<file path="src/include/oled_defs.svh">
`ifndef OLED_DEFS_SVH
`define OLED_DEFS_SVH

// config sequence length in bytes, AE first and AF last.
`define OLED_INIT_LEN 29

// panel geometry.
`define OLED_COLS  128
`define OLED_PAGES 8

// one glyph half, 16 columns of 8 pixels.
`define OLED_GLYPH_BYTES 16

// reset hold after en.
// panel reset is held low for the first OLED_RESET_LOW cycles of it.
`define OLED_RESET_CYCLES 5
`define OLED_RESET_LOW    3

`endif

</file>
<file path="src/include/oled_font.svh">
`ifndef OLED_FONT_SVH
`define OLED_FONT_SVH

// 16x16 glyphs 0..9 and A..F.
// each half is 16 column bytes, leftmost column in bits 127:120, lsb at the top row.
localparam logic [127:0] oled_font_top [16] = '{
    128'h00E0F018_08080808_0818F0E0_00000000,  // 0.
    128'h00000010_10F8F800_00000000_00000000,  // 1.
    128'h00307808_08080808_88F87000_00000000,  // 2.
    128'h00301808_88888888_D8703000_00000000,  // 3.
    128'h00000080_C0603010_F8F80000_00000000,  // 4.
    128'h00F8F888_88888888_08080000_00000000,  // 5.
    128'h00E0F098_88888888_98100000_00000000,  // 6.
    128'h00383808_08088868_38180000_00000000,  // 7.
    128'h0070F888_88888888_F8700000_00000000,  // 8.
    128'h00E0F018_08080808_18F0E000_00000000,  // 9.
    128'h000000C0_38E0C000_00000000_00000000,  // A.
    128'h08F8F888_888888D8_70000000_00000000,  // B.
    128'hC0E03018_08080808_18303800_00000000,  // C.
    128'h08F8F808_08080818_30E0C000_00000000,  // D.
    128'h08F8F888_888888E8_08100000_00000000,  // E.
    128'h08F8F888_888888E8_08100000_00000000   // F, same top as E.
};

localparam logic [127:0] oled_font_btm [16] = '{
    128'h000F1F30_20202020_20301F0F_00000000,  // 0.
    128'h00000020_203F3F20_20000000_00000000,  // 1.
    128'h00303834_32313130_30303800_00000000,  // 2.
    128'h00183020_20202020_311F0E00_00000000,  // 3.
    128'h00060505_04040404_3F3F0404_00000000,  // 4.
    128'h00193120_20202020_311F0E00_00000000,  // 5.
    128'h000F1F31_20202020_311F0E00_00000000,  // 6.
    128'h00000000_3C3F0300_00000000_00000000,  // 7.
    128'h000E1F31_20202020_311F0E00_00000000,  // 8.
    128'h00001131_22222222_331F0F00_00000000,  // 9.
    128'h20383F23_02022327_3C200000_00000000,  // A.
    128'h203F3F20_20202020_311F0E00_00000000,  // B.
    128'h071F3060_40404040_60301800_00000000,  // C.
    128'h203F3F20_20202030_180F0700_00000000,  // D.
    128'h203F3F20_20202023_20180000_00000000,  // E.
    128'h203F3F20_00000003_00000000_00000000   // F.
};

`endif

</file>
<file path="src/hdl/oled_pkg.sv">
`default_nettype none

package oled_pkg;

    typedef logic [7:0]   oled_byte_t;   // one byte on the spi link.
    typedef logic [7:0]   col_t;         // column 0..127.
    typedef logic [2:0]   page_t;        // page 0..7, wraps.
    typedef logic [3:0]   glyph_idx_t;   // one of 16 glyphs.
    typedef logic [127:0] glyph_half_t;  // 16 column bytes, first column in the top byte.
    typedef logic [4:0]   init_idx_t;    // config rom index.

    // sequencer states.
    // the order matters, simple steps advance by +1.
    typedef enum logic [3:0] {
        st_reset,       // panel reset hold.
        st_config,      // config bytes from rom.
        st_clr_page,
        st_clr_col_lo,
        st_clr_col_hi,
        st_clr_fill,    // 128 zero bytes.
        st_clr_next,
        st_top_page,
        st_top_col_hi,
        st_top_col_lo,
        st_top_data,
        st_btm_page,
        st_btm_col_hi,
        st_btm_col_lo,
        st_btm_data,
        st_done         // one cycle, done pulse.
    } seq_state_t;

endpackage

`default_nettype wire

</file>
<file path="src/hdl/spi_byte_if.sv">
`timescale 1ns/1ps
`default_nettype none

// one byte handoff, sequencer to spi transmitter.
// start is held with data and dc stable until done pulses.
interface spi_byte_if;
    import oled_pkg::*;

    logic       start;  // byte request.
    oled_byte_t data;   // byte to shift, msb first.
    logic       dc;     // 0 command, 1 display data.
    logic       done;   // one cycle, byte fully sent.

    modport seq (output start, output data, output dc, input done);
    modport phy (input start, input data, input dc, output done);

endinterface

`default_nettype wire

</file>
<file path="src/hdl/oled_init_rom.sv">
`timescale 1ns/1ps
`default_nettype none

module oled_init_rom (
    input  wire oled_pkg::init_idx_t addr,
    output oled_pkg::oled_byte_t     data,
    output logic                     dc
);

    localparam logic dc_cmd = 1'b0;  // all config bytes are commands.

    logic [8:0] entry;  // {dc, byte}.

    always_comb begin
        case (addr)
            5'd0:    entry = {dc_cmd, 8'hAE};  // display off.
            5'd1:    entry = {dc_cmd, 8'h00};  // column low nibble 0.
            5'd2:    entry = {dc_cmd, 8'h10};  // column high nibble 0.
            5'd3:    entry = {dc_cmd, 8'h40};  // start line 0.
            5'd4:    entry = {dc_cmd, 8'h2E};  // scroll off.
            5'd5:    entry = {dc_cmd, 8'h81};  // contrast,
            5'd6:    entry = {dc_cmd, 8'hCF};  // value.
            5'd7:    entry = {dc_cmd, 8'hA1};  // segment remap.
            5'd8:    entry = {dc_cmd, 8'hC8};  // com scan reversed.
            5'd9:    entry = {dc_cmd, 8'hA6};  // normal, not inverted.
            5'd10:   entry = {dc_cmd, 8'hA8};  // mux ratio,
            5'd11:   entry = {dc_cmd, 8'h3F};  // 64 rows.
            5'd12:   entry = {dc_cmd, 8'hD3};  // display offset,
            5'd13:   entry = {dc_cmd, 8'h00};  // none.
            5'd14:   entry = {dc_cmd, 8'hD5};  // clock divide,
            5'd15:   entry = {dc_cmd, 8'h80};
            5'd16:   entry = {dc_cmd, 8'hD9};  // precharge,
            5'd17:   entry = {dc_cmd, 8'hF1};
            5'd18:   entry = {dc_cmd, 8'hDA};  // com pins,
            5'd19:   entry = {dc_cmd, 8'h12};
            5'd20:   entry = {dc_cmd, 8'hDB};  // vcomh level,
            5'd21:   entry = {dc_cmd, 8'h40};
            5'd22:   entry = {dc_cmd, 8'h20};  // addressing mode,
            5'd23:   entry = {dc_cmd, 8'h02};  // page mode.
            5'd24:   entry = {dc_cmd, 8'h8D};  // charge pump,
            5'd25:   entry = {dc_cmd, 8'h14};  // on.
            5'd26:   entry = {dc_cmd, 8'hA4};  // show ram.
            5'd27:   entry = {dc_cmd, 8'hA6};
            5'd28:   entry = {dc_cmd, 8'hAF};  // display on.
            default: entry = {dc_cmd, 8'hAF};  // past end, display on.
        endcase
    end

    assign dc   = entry[8];
    assign data = entry[7:0];

endmodule

`default_nettype wire

</file>
<file path="src/hdl/oled_font_rom.sv">
`timescale 1ns/1ps
`default_nettype none

module oled_font_rom (
    input  wire                       clk,
    input  wire                       rst_n,
    input  wire oled_pkg::glyph_idx_t addr,
    output oled_pkg::glyph_half_t     data_top,
    output oled_pkg::glyph_half_t     data_btm
);

    `include "oled_font.svh"

    // one cycle lookup of both halves.
    always_ff @(posedge clk or negedge rst_n) begin
        if (!rst_n) begin
            data_top <= '0;
            data_btm <= '0;
        end else begin
            data_top <= oled_font_top[addr];
            data_btm <= oled_font_btm[addr];
        end
    end

endmodule

`default_nettype wire

</file>
<file path="src/hdl/spi_byte_tx.sv">
`timescale 1ns/1ps
`default_nettype none

module spi_byte_tx (
    input  wire     clk,
    input  wire     rst_n,
    spi_byte_if.phy bus,
    output logic    cs_n,
    output logic    sclk,
    output logic    dc,
    output logic    sdin
);
    import oled_pkg::*;

    oled_byte_t shreg;    // outgoing bits, msb on the pin.
    logic [2:0] bit_cnt;  // bits already sent.
    logic       busy;     // cs low window.
    logic       fin;      // cs just rose.
    logic       done_q;
    logic       cs_q;
    logic       sclk_q;   // also the phase bit.
    logic       dc_q;

    ////////////////////
    // shifter
    ////////////////////

    // idle until start, then 16 cycles with cs low.
    // one cycle with cs high, then the done pulse.
    always_ff @(posedge clk or negedge rst_n) begin
        if (!rst_n) begin
            busy    <= 1'b0;
            fin     <= 1'b0;
            done_q  <= 1'b0;
            cs_q    <= 1'b1;
            sclk_q  <= 1'b0;
            dc_q    <= 1'b0;
            bit_cnt <= '0;
            shreg   <= '0;
        end else begin
            done_q <= fin;  // done one cycle after cs rises.
            fin    <= 1'b0;
            if (!busy) begin
                // start is still high around done, so ignore it then.
                if (bus.start && !fin && !done_q) begin
                    busy    <= 1'b1;
                    cs_q    <= 1'b0;
                    sclk_q  <= 1'b0;
                    bit_cnt <= '0;
                    shreg   <= bus.data;  // bit 7 on sdin right away.
                    dc_q    <= bus.dc;
                end
            end else if (!sclk_q) begin
                sclk_q <= 1'b1;  // rising edge, panel samples here.
            end else begin
                sclk_q  <= 1'b0;
                shreg   <= {shreg[6:0], 1'b0};  // next bit on the falling edge.
                bit_cnt <= bit_cnt + 1'b1;
                if (bit_cnt == 3'd7) begin
                    busy <= 1'b0;
                    cs_q <= 1'b1;
                    fin  <= 1'b1;
                end
            end
        end
    end

    assign cs_n     = cs_q;
    assign sclk     = sclk_q;
    assign dc       = dc_q;
    assign sdin     = shreg[7];  // all bits shifted out leaves it low.
    assign bus.done = done_q;

endmodule

`default_nettype wire

</file>
<file path="src/hdl/oled_sequencer.sv">
`timescale 1ns/1ps
`default_nettype none
`include "oled_defs.svh"

module oled_sequencer (
    input  wire                        clk,
    input  wire                        rst_n,
    input  wire                        en,
    input  wire oled_pkg::glyph_idx_t  char_addr,
    input  wire oled_pkg::col_t        x,
    input  wire oled_pkg::page_t       y,
    input  wire oled_pkg::oled_byte_t  init_data,
    input  wire                        init_dc,
    input  wire oled_pkg::glyph_half_t glyph_top,
    input  wire oled_pkg::glyph_half_t glyph_btm,
    output oled_pkg::init_idx_t        init_addr,
    output oled_pkg::glyph_idx_t       glyph_addr,
    output logic                       oled_rst,
    output logic                       done,
    spi_byte_if.seq                    bus
);
    import oled_pkg::*;

    seq_state_t  state;
    logic [2:0]  rst_cnt;   // reset hold cycles.
    init_idx_t   init_idx;
    page_t       page_cnt;  // clear page.
    col_t        col_cnt;   // clear column.
    logic [3:0]  byte_cnt;  // glyph byte.
    glyph_half_t shreg;     // latched half, next byte on top.
    col_t        x_q;
    page_t       y_q;
    page_t       y_nxt;
    glyph_idx_t  glyph_q;
    logic        start_q;   // byte outstanding.
    oled_byte_t  data_q;
    logic        dc_q;
    oled_byte_t  nxt_byte;
    logic        nxt_dc;

    assign y_nxt = y_q + 3'd1;  // bottom half page, wraps.

    ////////////////////
    // next byte
    ////////////////////

    always_comb begin
        case (state)
            st_config:     nxt_byte = init_data;
            st_clr_page:   nxt_byte = 8'hB0 | {5'd0, page_cnt};
            st_clr_col_lo: nxt_byte = 8'h00;
            st_clr_col_hi: nxt_byte = 8'h10;
            st_top_page:   nxt_byte = 8'hB0 | {5'd0, y};  // live y, latched at this byte.
            st_btm_page:   nxt_byte = 8'hB0 | {5'd0, y_nxt};
            st_top_col_hi,
            st_btm_col_hi: nxt_byte = {4'h1, x_q[7:4]};
            st_top_col_lo,
            st_btm_col_lo: nxt_byte = {4'h0, x_q[3:0]};
            st_top_data,
            st_btm_data:   nxt_byte = shreg[127:120];
            default:       nxt_byte = 8'h00;  // clear fill.
        endcase
    end

    // data bytes go with dc high, commands low.
    assign nxt_dc = (state == st_config) ? init_dc
                  : (state inside {st_clr_fill, st_top_data, st_btm_data});

    ////////////////////
    // state machine
    ////////////////////

    always_ff @(posedge clk or negedge rst_n) begin
        if (!rst_n) begin
            state    <= st_reset;
            rst_cnt  <= '0;
            init_idx <= '0;
            page_cnt <= '0;
            col_cnt  <= '0;
            byte_cnt <= '0;
            shreg    <= '0;
            x_q      <= '0;
            y_q      <= '0;
            glyph_q  <= '0;
            start_q  <= 1'b0;
            data_q   <= '0;
            dc_q     <= 1'b0;
        end else if (start_q) begin
            // byte outstanding, only done moves us on, en or not.
            if (bus.done) begin
                start_q <= 1'b0;
                case (state)
                    st_config: begin
                        if (init_idx == init_idx_t'(`OLED_INIT_LEN - 1))
                            state <= st_clr_page;
                        else
                            init_idx <= init_idx + 1'b1;
                    end
                    st_clr_col_hi: begin
                        col_cnt <= '0;
                        state   <= st_clr_fill;
                    end
                    st_clr_fill: begin
                        if (col_cnt == col_t'(`OLED_COLS - 1))
                            state <= st_clr_next;
                        else
                            col_cnt <= col_cnt + 1'b1;
                    end
                    st_top_col_lo: begin
                        byte_cnt <= '0;
                        shreg    <= glyph_top;
                        state    <= st_top_data;
                    end
                    st_btm_col_lo: begin
                        byte_cnt <= '0;
                        shreg    <= glyph_btm;
                        state    <= st_btm_data;
                    end
                    st_top_data,
                    st_btm_data: begin
                        shreg    <= shreg << 8;
                        byte_cnt <= byte_cnt + 1'b1;
                        if (byte_cnt == 4'(`OLED_GLYPH_BYTES - 1))
                            state <= (state == st_top_data) ? st_btm_page : st_done;
                    end
                    default: state <= seq_state_t'(state + 4'd1);  // page -> col hi -> col lo.
                endcase
            end
        end else if (en) begin
            case (state)
                st_reset: begin
                    rst_cnt <= rst_cnt + 1'b1;
                    if (rst_cnt == 3'(`OLED_RESET_CYCLES - 1))
                        state <= st_config;
                end
                st_clr_next: begin
                    if (page_cnt == page_t'(`OLED_PAGES - 1)) begin
                        state <= st_top_page;
                    end else begin
                        page_cnt <= page_cnt + 1'b1;
                        state    <= st_clr_page;
                    end
                end
                st_done: state <= st_top_page;  // draw again, no init.
                default: begin
                    // byte states, raise the request.
                    start_q <= 1'b1;
                    data_q  <= nxt_byte;
                    dc_q    <= nxt_dc;
                    if (state == st_top_page) begin
                        x_q     <= x;  // position and glyph fixed for this draw.
                        y_q     <= y;
                        glyph_q <= char_addr;
                    end
                end
            endcase
        end
    end

    assign init_addr  = init_idx;
    assign glyph_addr = glyph_q;
    assign oled_rst   = (state != st_reset) || (rst_cnt >= 3'(`OLED_RESET_LOW));
    assign done       = en && (state == st_done);
    assign bus.start  = start_q && en;  // drops at once on pause.
    assign bus.data   = data_q;
    assign bus.dc     = dc_q;

endmodule

`default_nettype wire

</file>
<file path="src/hdl/oled_ctrl_top.sv">
`timescale 1ns/1ps
`default_nettype none

module oled_ctrl_top (
    input  wire                       clk,
    input  wire                       rst_n,
    input  wire                       en,         // high to run.
    input  wire oled_pkg::glyph_idx_t char_addr,  // glyph to draw.
    input  wire oled_pkg::col_t       x,          // column 0..127.
    input  wire oled_pkg::page_t      y,          // top page, bottom is y+1.
    output logic                      cs_n,
    output logic                      sclk,
    output logic                      dc,
    output logic                      sdin,
    output logic                      oled_rst,
    output logic                      done        // pulse per draw.
);
    import oled_pkg::*;

    init_idx_t   init_addr;
    oled_byte_t  init_data;
    logic        init_dc;
    glyph_idx_t  glyph_addr;
    glyph_half_t glyph_top;
    glyph_half_t glyph_btm;

    spi_byte_if byte_bus ();  // sequencer to transmitter.

    oled_sequencer oled_sequencer_inst (
        .clk        (clk),
        .rst_n      (rst_n),
        .en         (en),
        .char_addr  (char_addr),
        .x          (x),
        .y          (y),
        .init_data  (init_data),
        .init_dc    (init_dc),
        .glyph_top  (glyph_top),
        .glyph_btm  (glyph_btm),
        .init_addr  (init_addr),
        .glyph_addr (glyph_addr),
        .oled_rst   (oled_rst),
        .done       (done),
        .bus        (byte_bus.seq)
    );

    spi_byte_tx spi_byte_tx_inst (
        .clk   (clk),
        .rst_n (rst_n),
        .bus   (byte_bus.phy),
        .cs_n  (cs_n),
        .sclk  (sclk),
        .dc    (dc),
        .sdin  (sdin)
    );

    oled_init_rom oled_init_rom_inst (
        .addr (init_addr),
        .data (init_data),
        .dc   (init_dc)
    );

    oled_font_rom oled_font_rom_inst (
        .clk      (clk),
        .rst_n    (rst_n),
        .addr     (glyph_addr),
        .data_top (glyph_top),
        .data_btm (glyph_btm)
    );

endmodule

`default_nettype wire

</file>
<file path="config.mk">
export PLATFORM = sky130hd
export DESIGN_NAME = oled_ctrl_top
export DESIGN_NICKNAME = d
export VERILOG_FILES = /design/src/hdl/oled_pkg.sv /design/src/hdl/spi_byte_if.sv /design/src/hdl/oled_init_rom.sv /design/src/hdl/oled_font_rom.sv /design/src/hdl/spi_byte_tx.sv /design/src/hdl/oled_sequencer.sv /design/src/hdl/oled_ctrl_top.sv
export VERILOG_INCLUDE_DIRS = /design/src /design/src/include
export SDC_FILE = /design/constraint.sdc
export NUM_CORES = 1
export LEC_CHECK = 0
export BUFFER_PORTS_ARGS = -buffer_cell sky130_fd_sc_hd__buf_2
export CAP_MARGIN = 30
export CELL_PAD_IN_SITES_DETAIL_PLACEMENT = 0
export CELL_PAD_IN_SITES_GLOBAL_PLACEMENT = 1
export CORE_MARGIN = 4
export CORE_UTILIZATION = 45
export CTS_CLUSTER_DIAMETER = 30
export DETAILED_ROUTE_END_ITERATION = 10
export PLACE_DENSITY = 0.84
export SYNTH_ARGS = -nofsm -noshare
export SYNTH_HDL_FRONTEND = slang
export SYNTH_SLANG_ARGS = --single-unit
</file>
<file path="constraint.sdc">
create_clock -name clk -period 4.5 [get_ports clk]
set_clock_uncertainty 0.1 [all_clocks]
set_input_delay 0.9 -clock clk [delete_from_list [all_inputs] [get_ports clk]]
set_output_delay 0.9 -clock clk [all_outputs]
set_load 0.01 [all_outputs]
</file>
## Word-level counts from Yosys, hierarchy flattened

Memories as Yosys holds them, arrays and structs flattened. A register that Yosys moved wholly into a read port is not among the register bits.
Cells that the tools add are included.

| word-level totals | value |
|---|---|
| memory bits (read-only) | 4352 |
| output and inout port bits | 6 |
| logic and storage cells | 141 |
| input port bits | 18 |
| register bits after elaboration | 197 |
| memories kept | 3 |

Memory list:

| memory | depth | width | rd ports | clocked after memory_dff | wr ports | RTL line | source |
|---|---|---|---|---|---|---|---|
| (name not given) | 16 | 128 | 1 | 1 | 0 | oled_font_rom.sv:20 | `data_top <= oled_font_top[addr];` |
| (name not given) | 16 | 128 | 1 | 1 | 0 | oled_font_rom.sv:21 | `data_btm <= oled_font_btm[addr];` |
| (name not given) | 32 | 8 | 1 | 0 | 0 | oled_init_rom.sv:15 | `case (addr)` |

| operators by class | value |
|---|---|
| order comparisons | 1 |
| add/subtract/negate cells | 8 |
| reductions and logical operators | 34 |
| equality and inequality tests | 28 |
| multiplexer cells | 40 |
| bitwise operators | 6 |

Operators by type and width:

| cell | count |
|---|---|
| $pmux 128 s3 | 1 |
| $pmux 8 s8 | 1 |
| $eq 4x4->1 const B | 9 |
| $mux 8 | 4 |
| $mux 4 | 7 |
| $pmux 4 s6 | 1 |
| $mux 1 | 18 |
| $eq 4x3->1 const B | 4 |
| $pmux 8 s2 | 1 |
| $reduce_and 4->1 | 4 |
| $mux 3 | 5 |
| $reduce_and 3->1 | 5 |
| $add 3x1->3 const B | 4 |
| $pmux 4 s3 | 1 |
| $eq 3x3->1 const B | 3 |
| $ne 3x3->1 const B | 3 |
| $add 4x1->4 const B | 2 |
| $add 8x1->8 const B | 1 |
| $eq 8x7->1 const B | 1 |
| $pmux 4 s2 | 1 |
| $reduce_bool 2->1 | 4 |
| $reduce_bool 4->1 | 2 |
| $reduce_and 7->1 | 1 |
| $ne 2x2->1 const B | 3 |
| 17 further kinds | 31 |

## Longest topological paths before layout

| logic depth | value |
|---|---|
| depth after elaboration | 6 |
| mapped depth | 10 |
| depth with buffers taken out | 8 |

## Cells and area by module

A second synthesis with hierarchy kept.

| unflattened totals | value |
|---|---|
| cells, all modules | 1619 |
| area, all modules | 15349.7 µm² |

By module, submodules not included:

| module | instances | cells an instance | area each (µm²) | sequential area each (µm²) |
|---|---|---|---|---|
| oled_sequencer | 1 | 1002 | 9293.9 | 4504.3 |
| oled_font_rom | 1 | 478 | 4748.3 | 2202.1 |
| spi_byte_tx | 1 | 69 | 783.3 | 426.7 |
| oled_init_rom | 1 | 70 | 524.3 | 0.0 |

## Least setup slack after synthesis

OpenSTA, ideal clock, no wires.

| timing path | value |
|---|---|
| kind | register to output |
| from | register oled_sequencer_inst.state[0] |
| to | output port oled_rst |
| arrival | 1568 ps |
| stages on the path, launching flop included | 6 |
| required time | 3500 ps |
| setup slack | 1932 ps |
| cell sequence | dfrtp_1 -> inv_1 -> ha_1 -> buf_4 -> or3b_1 -> a2111o_1 |

| between the ends | value |
|---|---|
| longest elaborated chain between the ends | 2 |

RTL lines:

| what | RTL line | source |
|---|---|---|
| from (decl) | oled_sequencer.sv:24 | `seq_state_t state;` |
| from (signal assigned) | oled_sequencer.sv:75 | `state <= st_reset;` |
| from (signal assigned) | oled_sequencer.sv:95 | `state <= st_clr_page;` |
| from (signal assigned) | oled_sequencer.sv:101 | `state <= st_clr_fill;` |
| $reduce_bool 4->1 | oled_sequencer.sv:162 | `` assign oled_rst = (state != st_reset) \|\| (rst_cnt >= 3'(`OLED_RESET_LOW)); `` |
| $logic_or 1x1->1 | oled_sequencer.sv:162 |  |
| to (decl) | oled_ctrl_top.sv:15 | `output logic oled_rst,` |

No other way between the ends.

## Worst setup path in the final report

Same ends and word-level chain as after synthesis.

==> results.cfg <==
[global_routing]
grt_use_total = 0.1999
antenna_found_initial = 0
grt_overflow_total = 0
grt_max_degree = 113
grt_pass1_wl_mm = 46.31
grt_pass1_vias = 8632

[detailed_routing]
wirelength_mm = 27.95
via_count = 8752
drt_pass1_iterations = 6
drt-vias-per-instance = 5.679
wl_per_cell_um = 18.14
ant_nets = 0
drt_iter0_drc = 779
drc_errors = 0

[clock_tree]
hold_buffers = 0
clockRootBuffer = clkbuf_16
cts.sinks = 248
cts-htree-levels = 2
cts_tree = done
cts_resized = 0
clock_latency_ps = 550
cts_buffers = 52
ctsLongestPathBuffers = 3
cts_setup_buffers = 0
clk_pin_slew_ps = 50

[pwr]
ir_worst_vdd_v = 0.0007945
p_per_area_mw_per_mm2 = 679.8
leakagePower_nw = 6.123

[floorplan]
die-area_mm2 = 0.02807
ios = 24
core.rowCount = 58
initial_core_util = 0.4562
fp.coreArea_mm2 = 0.02511
die_w_um = 167.5
chipHeight_um = 167.5

[flow_run]
cap_violations = 0

[timing]
slew_violations = 0
holdWs_ps = 269.6
hold_viol_final = 0
max_slew_margin = 0.3981
period_share = 0.7721
rsz0062_at_grt = false
finalSetupViolCount = 0
tightest_slew_ps = 901.9
fmax_ghz = 0.2878
finalSetupTns_ps = 0
min_period_ps = 3474

[logic_synthesis]
ys_types = 69
postSynthAreaPerCell_um2 = 9.799
yosys_register_bits = 248
synth.area.top_cells = dfrtp_1 (54%), nand2_1 (6.7%), o21ai_0 (6.4%), a21oi_1 (3.9%), ha_1 (3.2%)
syn_inst = 1169
ys_warn_count = 0
async_reset_ff_frac = 1.000
synth_edf_count = 0
synth_flop_cell = dfrtp_1
syn_area_mm2 = 0.01145
syn-num-nets = 1216
ys_seq_area_frac = 0.5419
synth_top_area_frac = 0.5396
yosysTopAreaCell = dfrtp_1

[critical_path]
critPathMaxStageDelay_ps = 470
crit_chain = inv_1 -> ha_1 -> or3b_1 -> a2111o_1 -> buf_2
cp-end-kind = output port
crit_type = reg -> out
r2r_cells = 7
crit_path_start_kind = flop
slowest_stage = or3b_1
cp.arrival_ps = 2470
crit_required_ps = 3500
worstPathMaxFanout = 10

[hold_path]
min_path_type = in -> async

[placed_design]
globalplace.congestion = 0.8841
io_buffers = 23
dp_hpwl_mm = 17.70

[cells_and_area]
drive_above_1_share = 0.1288
antenna_cells_inserted = 0
area.growth.synth_to_final_pct = 17.70
nets = 1217

[status]
status = finished, final reports clean
## final cells by class
cell class                      count  area (µm²)
Clock buffer                       64        1418
Clock inverter                     31       362.8
Multi-Input combinational cell    806        4750
Sequential cell                   248        6208
Inverter                           30       112.6
Tap cell                          330       412.9
Fill cell                        2255       11630
Timing Repair Buffer               32       217.7
## state kept, by name, summed over array words and instances, names as in the netlist, 4 cells and up
name and count:
oled_sequencer_inst.glyph_addr 4, oled_sequencer_inst.state 4, oled_sequencer_inst.shreg 91, oled_font_rom_inst.data_top 36, oled_sequencer_inst.x_q 8, oled_sequencer_inst.init_addr 5
oled_sequencer_inst.bus.data 8, oled_font_rom_inst.data_btm 52, spi_byte_tx_inst.shreg 8, oled_sequencer_inst.col_cnt 8, oled_sequencer_inst.byte_cnt 4
## per-stage QoR
step	cell area, µm²	worst slack, ps	utilization	power [mW]	std cells
after floorplan	11450	1932	-	4.664	1169
after CTS	13480	1023	0.5369	9.213	1541
after global placement	11700	1656	0.4660	5.325	1446
final	13480	1026	0.5369	9.165	1541
after detailed placement	11700	1546	0.4660	5.365	1446
after global routing	13480	868.3	0.5369	9.675	1541
## path summary, 6_finish.rpt
path / startpoint / to / slack (ps)
max reg2reg: oled_sequencer_inst.state[1]$_DFFE_PN0P_ / oled_sequencer_inst.shreg[94]$_DFFE_PN0P_ / 1460
max: oled_sequencer_inst.state[0]$_DFFE_PN0P_ / oled_rst / 1030
min: rst_n / oled_sequencer_inst.init_addr[3]$_DFFE_PN0P_ / 270
min in group clk: spi_byte_tx_inst.fin$_DFF_PN0_ / spi_byte_tx_inst.bus.done$_DFF_PN0_ / 280
max in group asynchronous: rst_n / oled_sequencer_inst.bus.data[3]$_DFFE_PN0P_ / 2980
min reg2reg: spi_byte_tx_inst.fin$_DFF_PN0_ / spi_byte_tx_inst.bus.done$_DFF_PN0_ / 280
## worst max-delay path: cells and delay by family (launching register included)
kind / cells / cell delay (ps)
AND/OR/NAND/NOR: 1 / 470
AO/OA/AOI/OAI: 1 / 370
flip-flops: 1 / 430
adder cells (fa/ha/maj): 1 / 390
buffers and inverters: 2 / 260
## power by group
| group | internal (mW) | switching (mW) | total, mW |
|---|---|---|---|
| Clock | 2.53 | 1.26 | 3.79 |
| Combinational | 0.826 | 1.43 | 2.25 |
| Sequential | 2.75 | 0.365 | 3.12 |
| Total | 6.11 | 3.05 | 9.16 |
## synth_stat cells, types with 9 or more instances
cell	n
a21oi_1	90
a221oi_1	23
a22o_1	17
a22oi_1	32
and2_1	9
and3_1	21
buf_2	28
clkbuf_1	44
dfrtp_1	247
ha_1	29
inv_1	29
mux2_2	19
mux2i_1	11
nand2_1	205
nand2b_1	15
nand3_1	16
nor2_1	41
nor2b_1	15
o21ai_0	146
o21ai_1	14
o31ai_1	10
## cells by family after synthesis
group                      after synthesis  share of synthesized area
AOI/OAI and AO/OA                      382                     0.2037
xor gates and xnor gates                 8                   0.006117
adders and majority gates               29                    0.03168
buffers and inverters                  115                    0.04402
DFF                                    248                     0.5419
muxes                                   31                    0.02960
and+or+nand+nor                        356                     0.1430
## layout by cell type (no fill, tap or decap), drive strengths merged, types with 3 or more instances in the layout
| cell | count |
|---|---|
| a31oi | 7 |
| a22oi | 32 |
| o311ai | 3 |
| nand4 | 3 |
| dfrtp | 247 |
| o21ai | 160 |
| nand2b | 15 |
| a21oi | 91 |
| a21o | 3 |
| or2 | 5 |
| and2 | 11 |
| clkbuf | 64 |
| a211oi | 4 |
| o22a | 4 |
| nand3b | 8 |
| nor2b | 16 |
| buf | 32 |
| inv | 35 |
| nand2 | 205 |
| ha | 29 |
| a22o | 17 |
| mux2 | 20 |
| a221oi | 23 |
| clkinvlp | 7 |
| nor2 | 42 |
| o31ai | 10 |
| a222oi | 4 |
| mux2i | 11 |
| clkinv | 14 |
| nor3 | 5 |
| o211ai | 4 |
| and3 | 21 |
| nand3 | 16 |
| xnor2 | 7 |
| bufinv | 5 |
## layer usage
metal  track usage  up-vias  part of all wire
li1              -     4147                 -
met1        0.2771     4239              0.43
met2        0.3145      294              0.47
met3       0.03942       72             0.061
met4       0.07410        0             0.032
met5             0        -                 0
Power figures use the tool's default switching activity.
